### config.mk
export PLATFORM = sky130hd
export DESIGN_NAME = subset_cache_top
export DESIGN_NICKNAME = d
export VERILOG_FILES = /design/src/logic/subset_cache_pkg.sv /design/src/logic/request_queue.sv /design/src/logic/reuse_classifier.sv /design/src/logic/stack_lookup.sv /design/src/logic/subset_cache_top.sv
export VERILOG_INCLUDE_DIRS = /design/src /design/src/logic
export SDC_FILE = /design/constraint.sdc
export NUM_CORES = 1
export LEC_CHECK = 0
export ABC_AREA = 1
export BUFFER_PORTS_ARGS = -buffer_cell sky130_fd_sc_hd__buf_2
export CORE_MARGIN = 2
export CORE_UTILIZATION = 63
export DETAILED_ROUTE_END_ITERATION = 7
export PLACE_DENSITY = 0.8
export SETUP_SLACK_MARGIN = 0.4
export SLEW_MARGIN = 20
export SYNTH_ARGS = -nofsm -noshare
export SYNTH_HDL_FRONTEND = slang
export SYNTH_SLANG_ARGS = --single-unit
### constraint.sdc
create_clock -name clk -period 13.15 [get_ports clk]
set_input_delay 1.9725 -clock clk [delete_from_list [all_inputs] [get_ports clk]]
set_output_delay 1.9725 -clock clk [all_outputs]
set_load 0.01 [all_outputs]
### src/logic/subset_cache_params.svh
`ifndef SUBSET_CACHE_PARAMS_SVH
`define SUBSET_CACHE_PARAMS_SVH

`default_nettype none

// geometry, top bit of the line index picks the partition
`define SC_SET_BITS 4
`define SC_WAYS 16
`define SC_WAY_BITS 4

// hit counter width
`define SC_COUNT_BITS 20

// request fifo depth, also the upstream credit count
`define SC_QUEUE_DEPTH 4
`define SC_RESULT_CREDITS 2

`default_nettype wire

`endif

### src/logic/subset_cache_pkg.sv
`default_nettype none

package subset_cache_pkg;

    // one recency stack entry
    // matched as a raw code, built and inspected through its fields
    typedef union packed {
        logic [1:0] code;
        struct packed {
            logic valid;
            logic partition;
        } fld;
    } stack_entry_u;

endpackage

`default_nettype wire

### src/logic/request_queue.sv
`timescale 1ns/1ps
`include "subset_cache_params.svh"
`default_nettype none

module request_queue (
    input  logic                    clk,
    input  logic                    reset,
    input  logic                    req_valid,
    input  logic                    req_partition,
    input  logic [`SC_SET_BITS-1:0] req_set,
    input  logic                    req_l2_hit,
    input  logic [`SC_WAY_BITS:0]   req_hit_way,
    input  logic                    q_pop,
    output logic                    q_valid,
    output logic                    q_partition,
    output logic [`SC_SET_BITS-1:0] q_set,
    output logic                    q_l2_hit,
    output logic [`SC_WAY_BITS:0]   q_hit_way,
    output logic                    req_credit
);

    localparam int PTR_BITS = $clog2(`SC_QUEUE_DEPTH);
    localparam int ENTRY_BITS = 1 + `SC_SET_BITS + 1 + `SC_WAY_BITS + 1;

    logic [ENTRY_BITS-1:0] queue_mem [`SC_QUEUE_DEPTH];
    logic [PTR_BITS-1:0]   wr_ptr;
    logic [PTR_BITS-1:0]   rd_ptr;
    logic [PTR_BITS:0]     count;

    assign q_valid = (count != '0);
    assign {q_partition, q_set, q_l2_hit, q_hit_way} = queue_mem[rd_ptr];

    always_ff @(posedge clk)
    begin
        if (req_valid)
            queue_mem[wr_ptr] <= {req_partition, req_set, req_l2_hit, req_hit_way};
    end

    always_ff @(posedge clk)
    begin
        if (reset)
        begin
            wr_ptr     <= '0;
            rd_ptr     <= '0;
            count      <= '0;
            req_credit <= 1'b0;
        end
        else
        begin
            // credit goes back one cycle after the pop
            req_credit <= q_pop;
            if (req_valid)
                wr_ptr <= (wr_ptr == PTR_BITS'(`SC_QUEUE_DEPTH - 1)) ? '0 : wr_ptr + 1'b1;
            if (q_pop)
                rd_ptr <= (rd_ptr == PTR_BITS'(`SC_QUEUE_DEPTH - 1)) ? '0 : rd_ptr + 1'b1;
            case ({req_valid, q_pop})
                2'b10: count <= count + 1'b1;
                2'b01: count <= count - 1'b1;
                default: count <= count;
            endcase
        end
    end

endmodule

`default_nettype wire

### src/logic/reuse_classifier.sv
`timescale 1ns/1ps
`include "subset_cache_params.svh"
`default_nettype none

module reuse_classifier import subset_cache_pkg::*; (
    input  logic                            clk,
    input  logic                            reset,
    input  logic                            lk_valid,
    input  logic                            lk_partition,
    input  logic [`SC_SET_BITS-1:0]         lk_set,
    input  logic                            lk_l2_hit,
    input  logic [`SC_WAY_BITS:0]           lk_hit_way,
    input  stack_entry_u [`SC_WAYS-1:0]     lk_stack,
    output logic                            wr_en,
    output logic [`SC_SET_BITS-1:0]         wr_set,
    output stack_entry_u [`SC_WAYS-1:0]     wr_stack,
    output logic                            result_valid,
    output logic                            result_hit,
    output logic [`SC_WAY_BITS:0]           result_position,
    output logic [`SC_COUNT_BITS-1:0]       hit_count_4,
    output logic [`SC_COUNT_BITS-1:0]       hit_count_8,
    output logic [`SC_COUNT_BITS-1:0]       hit_count_16
);

    localparam logic [`SC_WAY_BITS:0] MISS_POS = (`SC_WAY_BITS + 1)'(`SC_WAYS);

    stack_entry_u                want;
    logic                        found;
    logic [`SC_WAY_BITS:0]       match_cnt;
    logic [`SC_WAY_BITS-1:0]     found_idx;
    logic                        hit;
    logic [`SC_WAY_BITS:0]       position;
    stack_entry_u [`SC_WAYS-1:0] new_stack;

    // a valid entry of the requested partition
    always_comb
    begin
        want.fld.valid     = 1'b1;
        want.fld.partition = lk_partition;
    end

    // find the (hit_way+1)-th entry of this partition
    always_comb
    begin
        found     = 1'b0;
        found_idx = '0;
        match_cnt = '0;
        for (int i = 0; i < `SC_WAYS; i++)
        begin
            if (lk_stack[i].code == want.code)
            begin
                if (!found && (match_cnt == lk_hit_way))
                begin
                    found     = 1'b1;
                    found_idx = `SC_WAY_BITS'(i);
                end
                match_cnt = match_cnt + 1'b1;
            end
        end
    end

    assign hit      = lk_l2_hit && found;
    assign position = hit ? {1'b0, found_idx} : MISS_POS;

    // the hit entry equals want, so the front is the same either way.
    // on a miss everything shifts and the last entry drops
    always_comb
    begin
        new_stack[0] = want;
        for (int i = 1; i < `SC_WAYS; i++)
        begin
            if (hit && (i > int'(found_idx)))
                new_stack[i] = lk_stack[i];
            else
                new_stack[i] = lk_stack[i-1];
        end
    end

    assign wr_en    = lk_valid;
    assign wr_set   = lk_set;
    assign wr_stack = new_stack;

    always_ff @(posedge clk)
    begin
        if (lk_valid)
        begin
            result_hit      <= hit;
            result_position <= position;
        end
    end

    always_ff @(posedge clk)
    begin
        if (reset)
        begin
            result_valid <= 1'b0;
            hit_count_4  <= '0;
            hit_count_8  <= '0;
            hit_count_16 <= '0;
        end
        else
        begin
            result_valid <= lk_valid;
            if (lk_valid && hit)
            begin
                // nested buckets, smaller caches hit in the larger ones too
                hit_count_16 <= hit_count_16 + 1'b1;
                if (position < (`SC_WAY_BITS + 1)'(8))
                    hit_count_8 <= hit_count_8 + 1'b1;
                if (position < (`SC_WAY_BITS + 1)'(4))
                    hit_count_4 <= hit_count_4 + 1'b1;
            end
        end
    end

endmodule

`default_nettype wire

### src/logic/stack_lookup.sv
`timescale 1ns/1ps
`include "subset_cache_params.svh"
`default_nettype none

module stack_lookup import subset_cache_pkg::*; (
    input  logic                            clk,
    input  logic                            reset,
    input  logic                            q_valid,
    input  logic                            q_partition,
    input  logic [`SC_SET_BITS-1:0]         q_set,
    input  logic                            q_l2_hit,
    input  logic [`SC_WAY_BITS:0]           q_hit_way,
    input  logic                            result_credit,
    input  logic                            wr_en,
    input  logic [`SC_SET_BITS-1:0]         wr_set,
    input  stack_entry_u [`SC_WAYS-1:0]     wr_stack,
    output logic                            q_pop,
    output logic                            lk_valid,
    output logic                            lk_partition,
    output logic [`SC_SET_BITS-1:0]         lk_set,
    output logic                            lk_l2_hit,
    output logic [`SC_WAY_BITS:0]           lk_hit_way,
    output stack_entry_u [`SC_WAYS-1:0]     lk_stack
);

    localparam int SETS = 2 ** `SC_SET_BITS;
    localparam int CREDIT_BITS = $clog2(`SC_RESULT_CREDITS + 1);

    // entry 0 of each stack is the most recent
    stack_entry_u [`SC_WAYS-1:0] stack_mem [SETS];
    logic [CREDIT_BITS-1:0]      credits;

    // spend a result credit at issue
    assign q_pop = q_valid && (credits != '0);

    always_ff @(posedge clk)
    begin
        if (reset)
        begin
            credits  <= CREDIT_BITS'(`SC_RESULT_CREDITS);
            lk_valid <= 1'b0;
            for (int s = 0; s < SETS; s++)
                stack_mem[s] <= '0;
        end
        else
        begin
            lk_valid <= q_pop;
            case ({q_pop, result_credit})
                2'b10: credits <= credits - 1'b1;
                2'b01: credits <= credits + 1'b1;
                default: credits <= credits;
            endcase
            if (wr_en)
                stack_mem[wr_set] <= wr_stack;
        end
    end

    always_ff @(posedge clk)
    begin
        if (q_pop)
        begin
            lk_partition <= q_partition;
            lk_set       <= q_set;
            lk_l2_hit    <= q_l2_hit;
            lk_hit_way   <= q_hit_way;
            // back-to-back requests to one set see the pending write
            if (wr_en && (wr_set == q_set))
                lk_stack <= wr_stack;
            else
                lk_stack <= stack_mem[q_set];
        end
    end

endmodule

`default_nettype wire

### src/logic/subset_cache_top.sv
`timescale 1ns/1ps
`include "subset_cache_params.svh"
`default_nettype none

module subset_cache_top import subset_cache_pkg::*; (
    input  logic                      clk,
    input  logic                      reset,
    input  logic                      req_valid,
    input  logic                      req_partition,
    input  logic [`SC_SET_BITS-1:0]   req_set,
    input  logic                      req_l2_hit,
    input  logic [`SC_WAY_BITS:0]     req_hit_way,
    input  logic                      result_credit,
    output logic                      req_credit,
    output logic                      result_valid,
    output logic                      result_hit,
    output logic [`SC_WAY_BITS:0]     result_position,
    output logic [`SC_COUNT_BITS-1:0] hit_count_4,
    output logic [`SC_COUNT_BITS-1:0] hit_count_8,
    output logic [`SC_COUNT_BITS-1:0] hit_count_16
);

    logic                        q_valid;
    logic                        q_partition;
    logic [`SC_SET_BITS-1:0]     q_set;
    logic                        q_l2_hit;
    logic [`SC_WAY_BITS:0]       q_hit_way;
    logic                        q_pop;

    logic                        lk_valid;
    logic                        lk_partition;
    logic [`SC_SET_BITS-1:0]     lk_set;
    logic                        lk_l2_hit;
    logic [`SC_WAY_BITS:0]       lk_hit_way;
    stack_entry_u [`SC_WAYS-1:0] lk_stack;

    logic                        wr_en;
    logic [`SC_SET_BITS-1:0]     wr_set;
    stack_entry_u [`SC_WAYS-1:0] wr_stack;

    request_queue u_request_queue (
        .clk           (clk),
        .reset         (reset),
        .req_valid     (req_valid),
        .req_partition (req_partition),
        .req_set       (req_set),
        .req_l2_hit    (req_l2_hit),
        .req_hit_way   (req_hit_way),
        .q_pop         (q_pop),
        .q_valid       (q_valid),
        .q_partition   (q_partition),
        .q_set         (q_set),
        .q_l2_hit      (q_l2_hit),
        .q_hit_way     (q_hit_way),
        .req_credit    (req_credit)
    );

    stack_lookup u_stack_lookup (
        .clk           (clk),
        .reset         (reset),
        .q_valid       (q_valid),
        .q_partition   (q_partition),
        .q_set         (q_set),
        .q_l2_hit      (q_l2_hit),
        .q_hit_way     (q_hit_way),
        .result_credit (result_credit),
        .wr_en         (wr_en),
        .wr_set        (wr_set),
        .wr_stack      (wr_stack),
        .q_pop         (q_pop),
        .lk_valid      (lk_valid),
        .lk_partition  (lk_partition),
        .lk_set        (lk_set),
        .lk_l2_hit     (lk_l2_hit),
        .lk_hit_way    (lk_hit_way),
        .lk_stack      (lk_stack)
    );

    reuse_classifier u_reuse_classifier (
        .clk             (clk),
        .reset           (reset),
        .lk_valid        (lk_valid),
        .lk_partition    (lk_partition),
        .lk_set          (lk_set),
        .lk_l2_hit       (lk_l2_hit),
        .lk_hit_way      (lk_hit_way),
        .lk_stack        (lk_stack),
        .wr_en           (wr_en),
        .wr_set          (wr_set),
        .wr_stack        (wr_stack),
        .result_valid    (result_valid),
        .result_hit      (result_hit),
        .result_position (result_position),
        .hit_count_4     (hit_count_4),
        .hit_count_8     (hit_count_8),
        .hit_count_16    (hit_count_16)
    );

endmodule

`default_nettype wire

== After elaboration in Yosys (flattened, before gate mapping) ==
Memory sizes are Yosys's and may differ from the RTL's. A register that Yosys moved wholly into a read port is not among the register bits.
Cells that the tools add are included.

* Output and inout bits: 68
* Word-level logic and storage cells: 279
* Memories: 2
* Bits in registers: 120
* RAM bits: 556

{| class="wikitable"
|+ Memories
! name !! depth !! bits a word !! read ports !! clocked after memory_dff !! wr ports !! line !! text
|-
| u_stack_lookup.stack_mem || 16 || 32 || 1 || 0 || 16 || stack_lookup.sv:30 || <nowiki>stack_entry_u [`SC_WAYS-1:0] stack_mem [SETS];</nowiki>
|-
| u_request_queue.queue_mem || 4 || 11 || 1 || 1 || 1 || request_queue.sv:25 || <nowiki>logic [ENTRY_BITS-1:0] queue_mem [`SC_QUEUE_DEPTH];</nowiki>
|}

* Order comparisons: 17
* Eq/ne operators: 38
* $add $sub $neg: 23
* Reduce and logical (&&, ||, !) cells: 57
* Multiplexer cells: 110

{| class="wikitable"
|+ Operators by type and width
! kind !! count
|-
| $mux 4 || 30
|-
| $mux 5 || 15
|-
| $eq 5x5->1 || 14
|-
| $add 5x1->5 const B || 13
|-
| $mux 32 || 2
|-
| $add 20x1->20 const B || 3
|-
| $mux 1 || 42
|-
| $mux 2 || 19
|-
| $logic_and 1x1->1 || 34
|-
| $eq 2x2->1 || 16
|-
| $gt 4x4->1 const A || 8
|-
| $reduce_or 32->1 || 1
|-
| $gt 3x4->1 const A || 4
|-
| $logic_not 1->1 || 15
|-
| $eq 2x2->1 const B || 4
|-
| $gt 2x4->1 const A || 2
|-
| $add 2x1->2 const B || 3
|-
| $pmux 3 s2 || 1
|-
| $reduce_bool 2->1 || 3
|-
| $eq 1x5->1 || 1
|-
| $logic_not 5->1 || 1
|-
| $lt 5x3->1 const B || 1
|-
| $lt 5x4->1 const B || 1
|-
| $eq 2x1->1 const B || 2
|-
| 9 further kinds || 10
|}

== Logic depth before layout (Yosys ltp) ==
* Word-level depth: 67
* Gate-level depth with buffers: 65

== Modules after synthesis ==
A second synthesis with hierarchy kept.

* Cell total of the unflattened synthesis: 3953
* Area, all modules: 34839.7 µm²

{| class="wikitable"
|+ By module, submodules not included
! module !! cells an instance !! area each (µm²) !! instances !! sequential area each (µm²)
|-
| stack_lookup || 2539 || 25344.3 || 1 || 16726.0
|-
| reuse_classifier || 1245 || 7378.3 || 1 || 1401.3
|-
| request_queue || 169 || 2117.0 || 1 || 1521.5
|}

== Worst setup path before layout ==
OpenSTA, ideal clock, no wires.

* Kind: reg-to-reg
* From: register u_stack_lookup.lk_partition
* To: memory u_stack_lookup.stack_mem[1][8] (netlist name), data pin
* Slack: 3.817 ns
* Data arrival time: 9.064 ns
* Path buffers: 4
* Data required time: 12.881 ns
* Period minus slack after synthesis: 9.333 ns
* Stages on the path, launching flop included: 60
* Cell sequence: edfxtp_1 -> buf_6 -> clkbuf_1 -> nor2_1 -> nor3_1 -> inv_1 -> ha_1 -> inv_1 -> nand4_1 -> nand2_1 -> ha_1 -> nand2_1 -> nand2_2 -> nand3_2 -> nand2_1 -> inv_1 -> ha_1 -> or2_1 -> [24 not listed] -> nand2_1 -> ha_1 -> nand2_1 -> nand2_1 -> ha_1 -> o21ai_0 -> xor2_1 -> nand4_1 -> nor2_1 -> nand2_2 -> nor2_2 -> nand2_4 -> nand3_4 -> nor2_4 -> buf_6 -> o21ai_2 -> buf_2 -> nor2_1

{| class="wikitable"
|+ RTL lines
! element !! line !! text
|-
| start: declaration || stack_lookup.sv:19 || <nowiki>output logic lk_partition,</nowiki>
|-
| start signal: assignment || stack_lookup.sv:62 || <nowiki>lk_partition <= q_partition;</nowiki>
|-
| end: declaration || stack_lookup.sv:30 ||
|}

== Worst setup path in the final report ==
* From: register u_stack_lookup.lk_partition
* To: register u_reuse_classifier.hit_count_4[1]

* Word-level cells in the longest chain between the ends: 66

{| class="wikitable"
|+ RTL lines
! element !! line !! text
|-
| branches (longest 61 deep; another with $add 5x1->5) || -- ||
|-
| $mux 1 * || reuse_classifier.sv:50 || <nowiki>if (lk_stack[i].code == want.code)</nowiki>
|-
| $logic_and 1x1->1 * || reuse_classifier.sv:62 || <nowiki>assign hit = lk_l2_hit && found;</nowiki>
|-
| $mux 5 * || reuse_classifier.sv:63 || <nowiki>assign position = hit ? {1'b0, found_idx} : MISS_POS;</nowiki>
|-
| net u_reuse_classifier.position[4] || reuse_classifier.sv:32 || <nowiki>logic [`SC_WAY_BITS:0] position;</nowiki>
|-
| $lt 5x3->1 * || reuse_classifier.sv:110 || <nowiki>if (position < (`SC_WAY_BITS + 1)'(4))</nowiki>
|-
| $reduce_and 2->1 (no source line) * || -- ||
|-
| end signal: assignment || reuse_classifier.sv:111 || <nowiki>hit_count_4 <= hit_count_4 + 1'b1;</nowiki>
|-
| end: declaration || reuse_classifier.sv:20 || <nowiki>output logic [`SC_COUNT_BITS-1:0] hit_count_4,</nowiki>
|}

Mark *: on every way through the listed nets, which the timed path passes.
A chain may end at the register's enable or synchronous reset.

==> flow_summary.ini <==
[placed_design]
place_congestion = 0.928
port_buffers = 82
dpl.hpwl_um = 55200

[route]
avgRoutedWirePerCell_um = 22.8
drtIter0Drc = 3902
vias_per_cell = 6.39
routed_wl_um = 98900
drt.antenna.violating_nets = 0
drc = 0
num_vias = 27700
first_pass_iters = 7

[timing]
tightest_slew_ns = 1.03
slew_violations = 0
rsz0062_at_grt = false
clock_skew_ns = 0.0235
period_needed_ns = 11.59
slew_headroom = 0.310
setup_tns_ns = 0
hold_viol_final = 0
finalSetupViolCount = 0
max_freq_mhz = 86.3
final.period_utilization = 0.881

[floorplanning]
core_sq_um = 52600
ios = 83
rows = 84
die_area_sq_um = 55000
die_x_um = 235
start_util = 0.638
die_h_um = 235

[clocking]
postCtsSetupRepairBufs = 0
cts.sinks = 678
cts_hold_buf = 0
cts_tree = done
cts.repair.resized = 0
clockBufferDepth = 3
h-tree-depth = 3
insertion_delay_ns = 0.63
cts_made_buffers = 69
cts-root-buf = clkbuf_16
clkTransAtPathRegs_ns = 0.06

[yosys]
synth_mux_area_frac = 0
synth_compound_area_frac = 0.0972
ys_top_cells_by_area = edfxtp_1 53%, nor2_1 11%, nand2_1 5.4%
synth_largest_area_cell = edfxtp_1
syn-instance-count = 3617
synth_most_common_cell = nor2_1
synth_top_family_by_area = simple AND/OR/NAND/NOR gates
syn_nets = 3656
synthDominantCellAreaShare = 0.528
synth_seq_cells = 678
synthXorXnorAreaFrac = 0.0191
synth.distinct_cells = 53
synth_adder_area_share = 0.00919
yosys-top-cells-count = 985 x nor2_1, 589 x edfxtp_1, 486 x nand2_1
yosys.area_share.simple = 0.242
ys_seq_area_frac = 0.581
ys_async_sr_fraction = 0
synth_edf_count = 589
synth_area_sq_um = 33500
yosys_warnings = 0
ys.flop_type = edfxtp_1
postSynthAreaPerCell_sq_um = 9.26

[cells_and_area]
diodes = 0
seq_area_sq_um = 19500
n_fill_cell = 3912
drive_above_1_share = 0.114
multi_input_comb_area_sq_um = 12400
final_nets = 3633
syn2layout_area_growth_pct = 8.81

[critical_path]
endpoint_kind = flop
critPathKind = reg -> reg
critPathArrivalTime_ns = 12.09
slowest_delay_ns = 0.76
critical_path.most_common_cell = nand2_1
cp_slowest_cell = nor2_4
cp.required_ns = 13.65
start_kind = flop
path_max_fanout = 30

[grt]
track_usage = 0.350
grt_overflow = 0
grt_max_degree = 91
antenna_found_initial = 0
first_global_vias = 27000
grt_pass1_wl_um = 149000

[run]
max_cap_viol_count = 0

[hold_path]
worstHoldPathType = reg -> reg

[status]
outcome = completed
-- sequential cells by signal, summed over array words and instances (netlist names), named ones only --
register	cells
u_stack_lookup.lk_partition	1
u_stack_lookup.credits	2
u_request_queue.count	3
u_reuse_classifier.hit_count_4	20
u_request_queue.wr_ptr	2
u_stack_lookup.lk_l2_hit	1
u_stack_lookup.stack_mem	512
u_stack_lookup.lk_hit_way	5
u_request_queue.rd_ptr	2
u_reuse_classifier.result_position	5
u_reuse_classifier.hit_count_8	20
u_reuse_classifier.hit_count_16	20
u_stack_lookup.lk_valid	1
u_stack_lookup.lk_set	4
u_reuse_classifier.result_hit	1
u_request_queue.queue_mem	44
u_stack_lookup.lk_stack	32
u_reuse_classifier.result_valid	1
-- layout by cell type (no fill, tap or decap), types with 49 or more instances in the layout --
| cell | n |
|---|---|
| nor2_1 | 984 |
| edfxtp_1 | 589 |
| nand2_1 | 467 |
| o21ai_0 | 217 |
| nand3_1 | 190 |
| inv_1 | 185 |
| dfxtp_1 | 89 |
| buf_2 | 82 |
| a21oi_1 | 81 |
| clkbuf_16 | 72 |
| nand2_2 | 68 |
| o311ai_0 | 60 |
| o211ai_1 | 57 |
| nor2_2 | 53 |
| xor2_1 | 49 |
| buf_4 | 49 |
-- metal layers --
| layer | vias up | part of all wire | track usage |
|---|---|---|---|
| met5 | - | 0 | 0 |
| met4 | 0 | 0.051 | 0.177 |
| met3 | 397 | 0.13 | 0.0791 |
| met2 | 1922 | 0.47 | 0.576 |
| met1 | 13100 | 0.35 | 0.437 |
| li1 | 12300 | - | - |
-- critical path: cells and delay by family (launching register included) --
| kind | cells | cell delay [ns] |
|---|---|---|
| simple gates | 33 | 5.66 |
| fa+ha+maj | 12 | 3.46 |
| buf+inv | 7 | 0.73 |
| flops | 1 | 0.73 |
| compound gates | 3 | 0.70 |
| xor+xnor | 1 | 0.17 |
-- per-stage QoR --
step	cell area, sq um	worst slack (ns)	std cells	utilization	hold slack [ns]
floorplan	33500	3.82	3617	-	0.422
global placement	34300	2.02	4211	0.652	0.432
detailed placement	34300	1.80	4211	0.652	0.435
CTS	36400	1.73	4333	0.693	0.450
global route	36500	0.683	4333	0.694	0.480
finish	36500	1.56	4333	0.694	0.452
-- area by class of cell --
| cell class | count | area share |
|---|---|---|
| multi-input cells | 2514 | 0.340 |
| clock inverters | 29 | 0.00765 |
| clock buffers | 93 | 0.0521 |
| repair buffers | 131 | 0.0213 |
| inverters | 200 | 0.0209 |
| flip-flops and latches | 678 | 0.534 |
| well taps | 688 | 0.0236 |
-- kinds of logic after synthesis --
| family | count (synthesis) |
|---|---|
| and+or+nand+nor | 1899 |
| adders and majority gates | 24 |
| xor gates and xnor gates | 73 |
| AOI/OAI and AO/OA | 518 |
| buffers and inverters | 425 |
| DFF | 678 |
-- path summary, 6_finish.rpt --
path | start | endpoint | slack, ns | cells after the start
setup reg to reg | u_stack_lookup.lk_partition | u_reuse_classifier.hit_count_4[1] | 1.56 | 56
setup / recovery | u_stack_lookup.lk_partition | u_reuse_classifier.hit_count_4[1] | 1.56 | 56
hold / removal | u_stack_lookup.stack_mem[7][1] | u_stack_lookup.stack_mem[7][1] | 0.45 | 2
hold reg to reg | u_stack_lookup.stack_mem[7][1] | u_stack_lookup.stack_mem[7][1] | 0.45 | 2
Power is left out: the tool's default activity adds up to more than one toggle a clock period on the data nets, which glitch-free logic cannot reach.
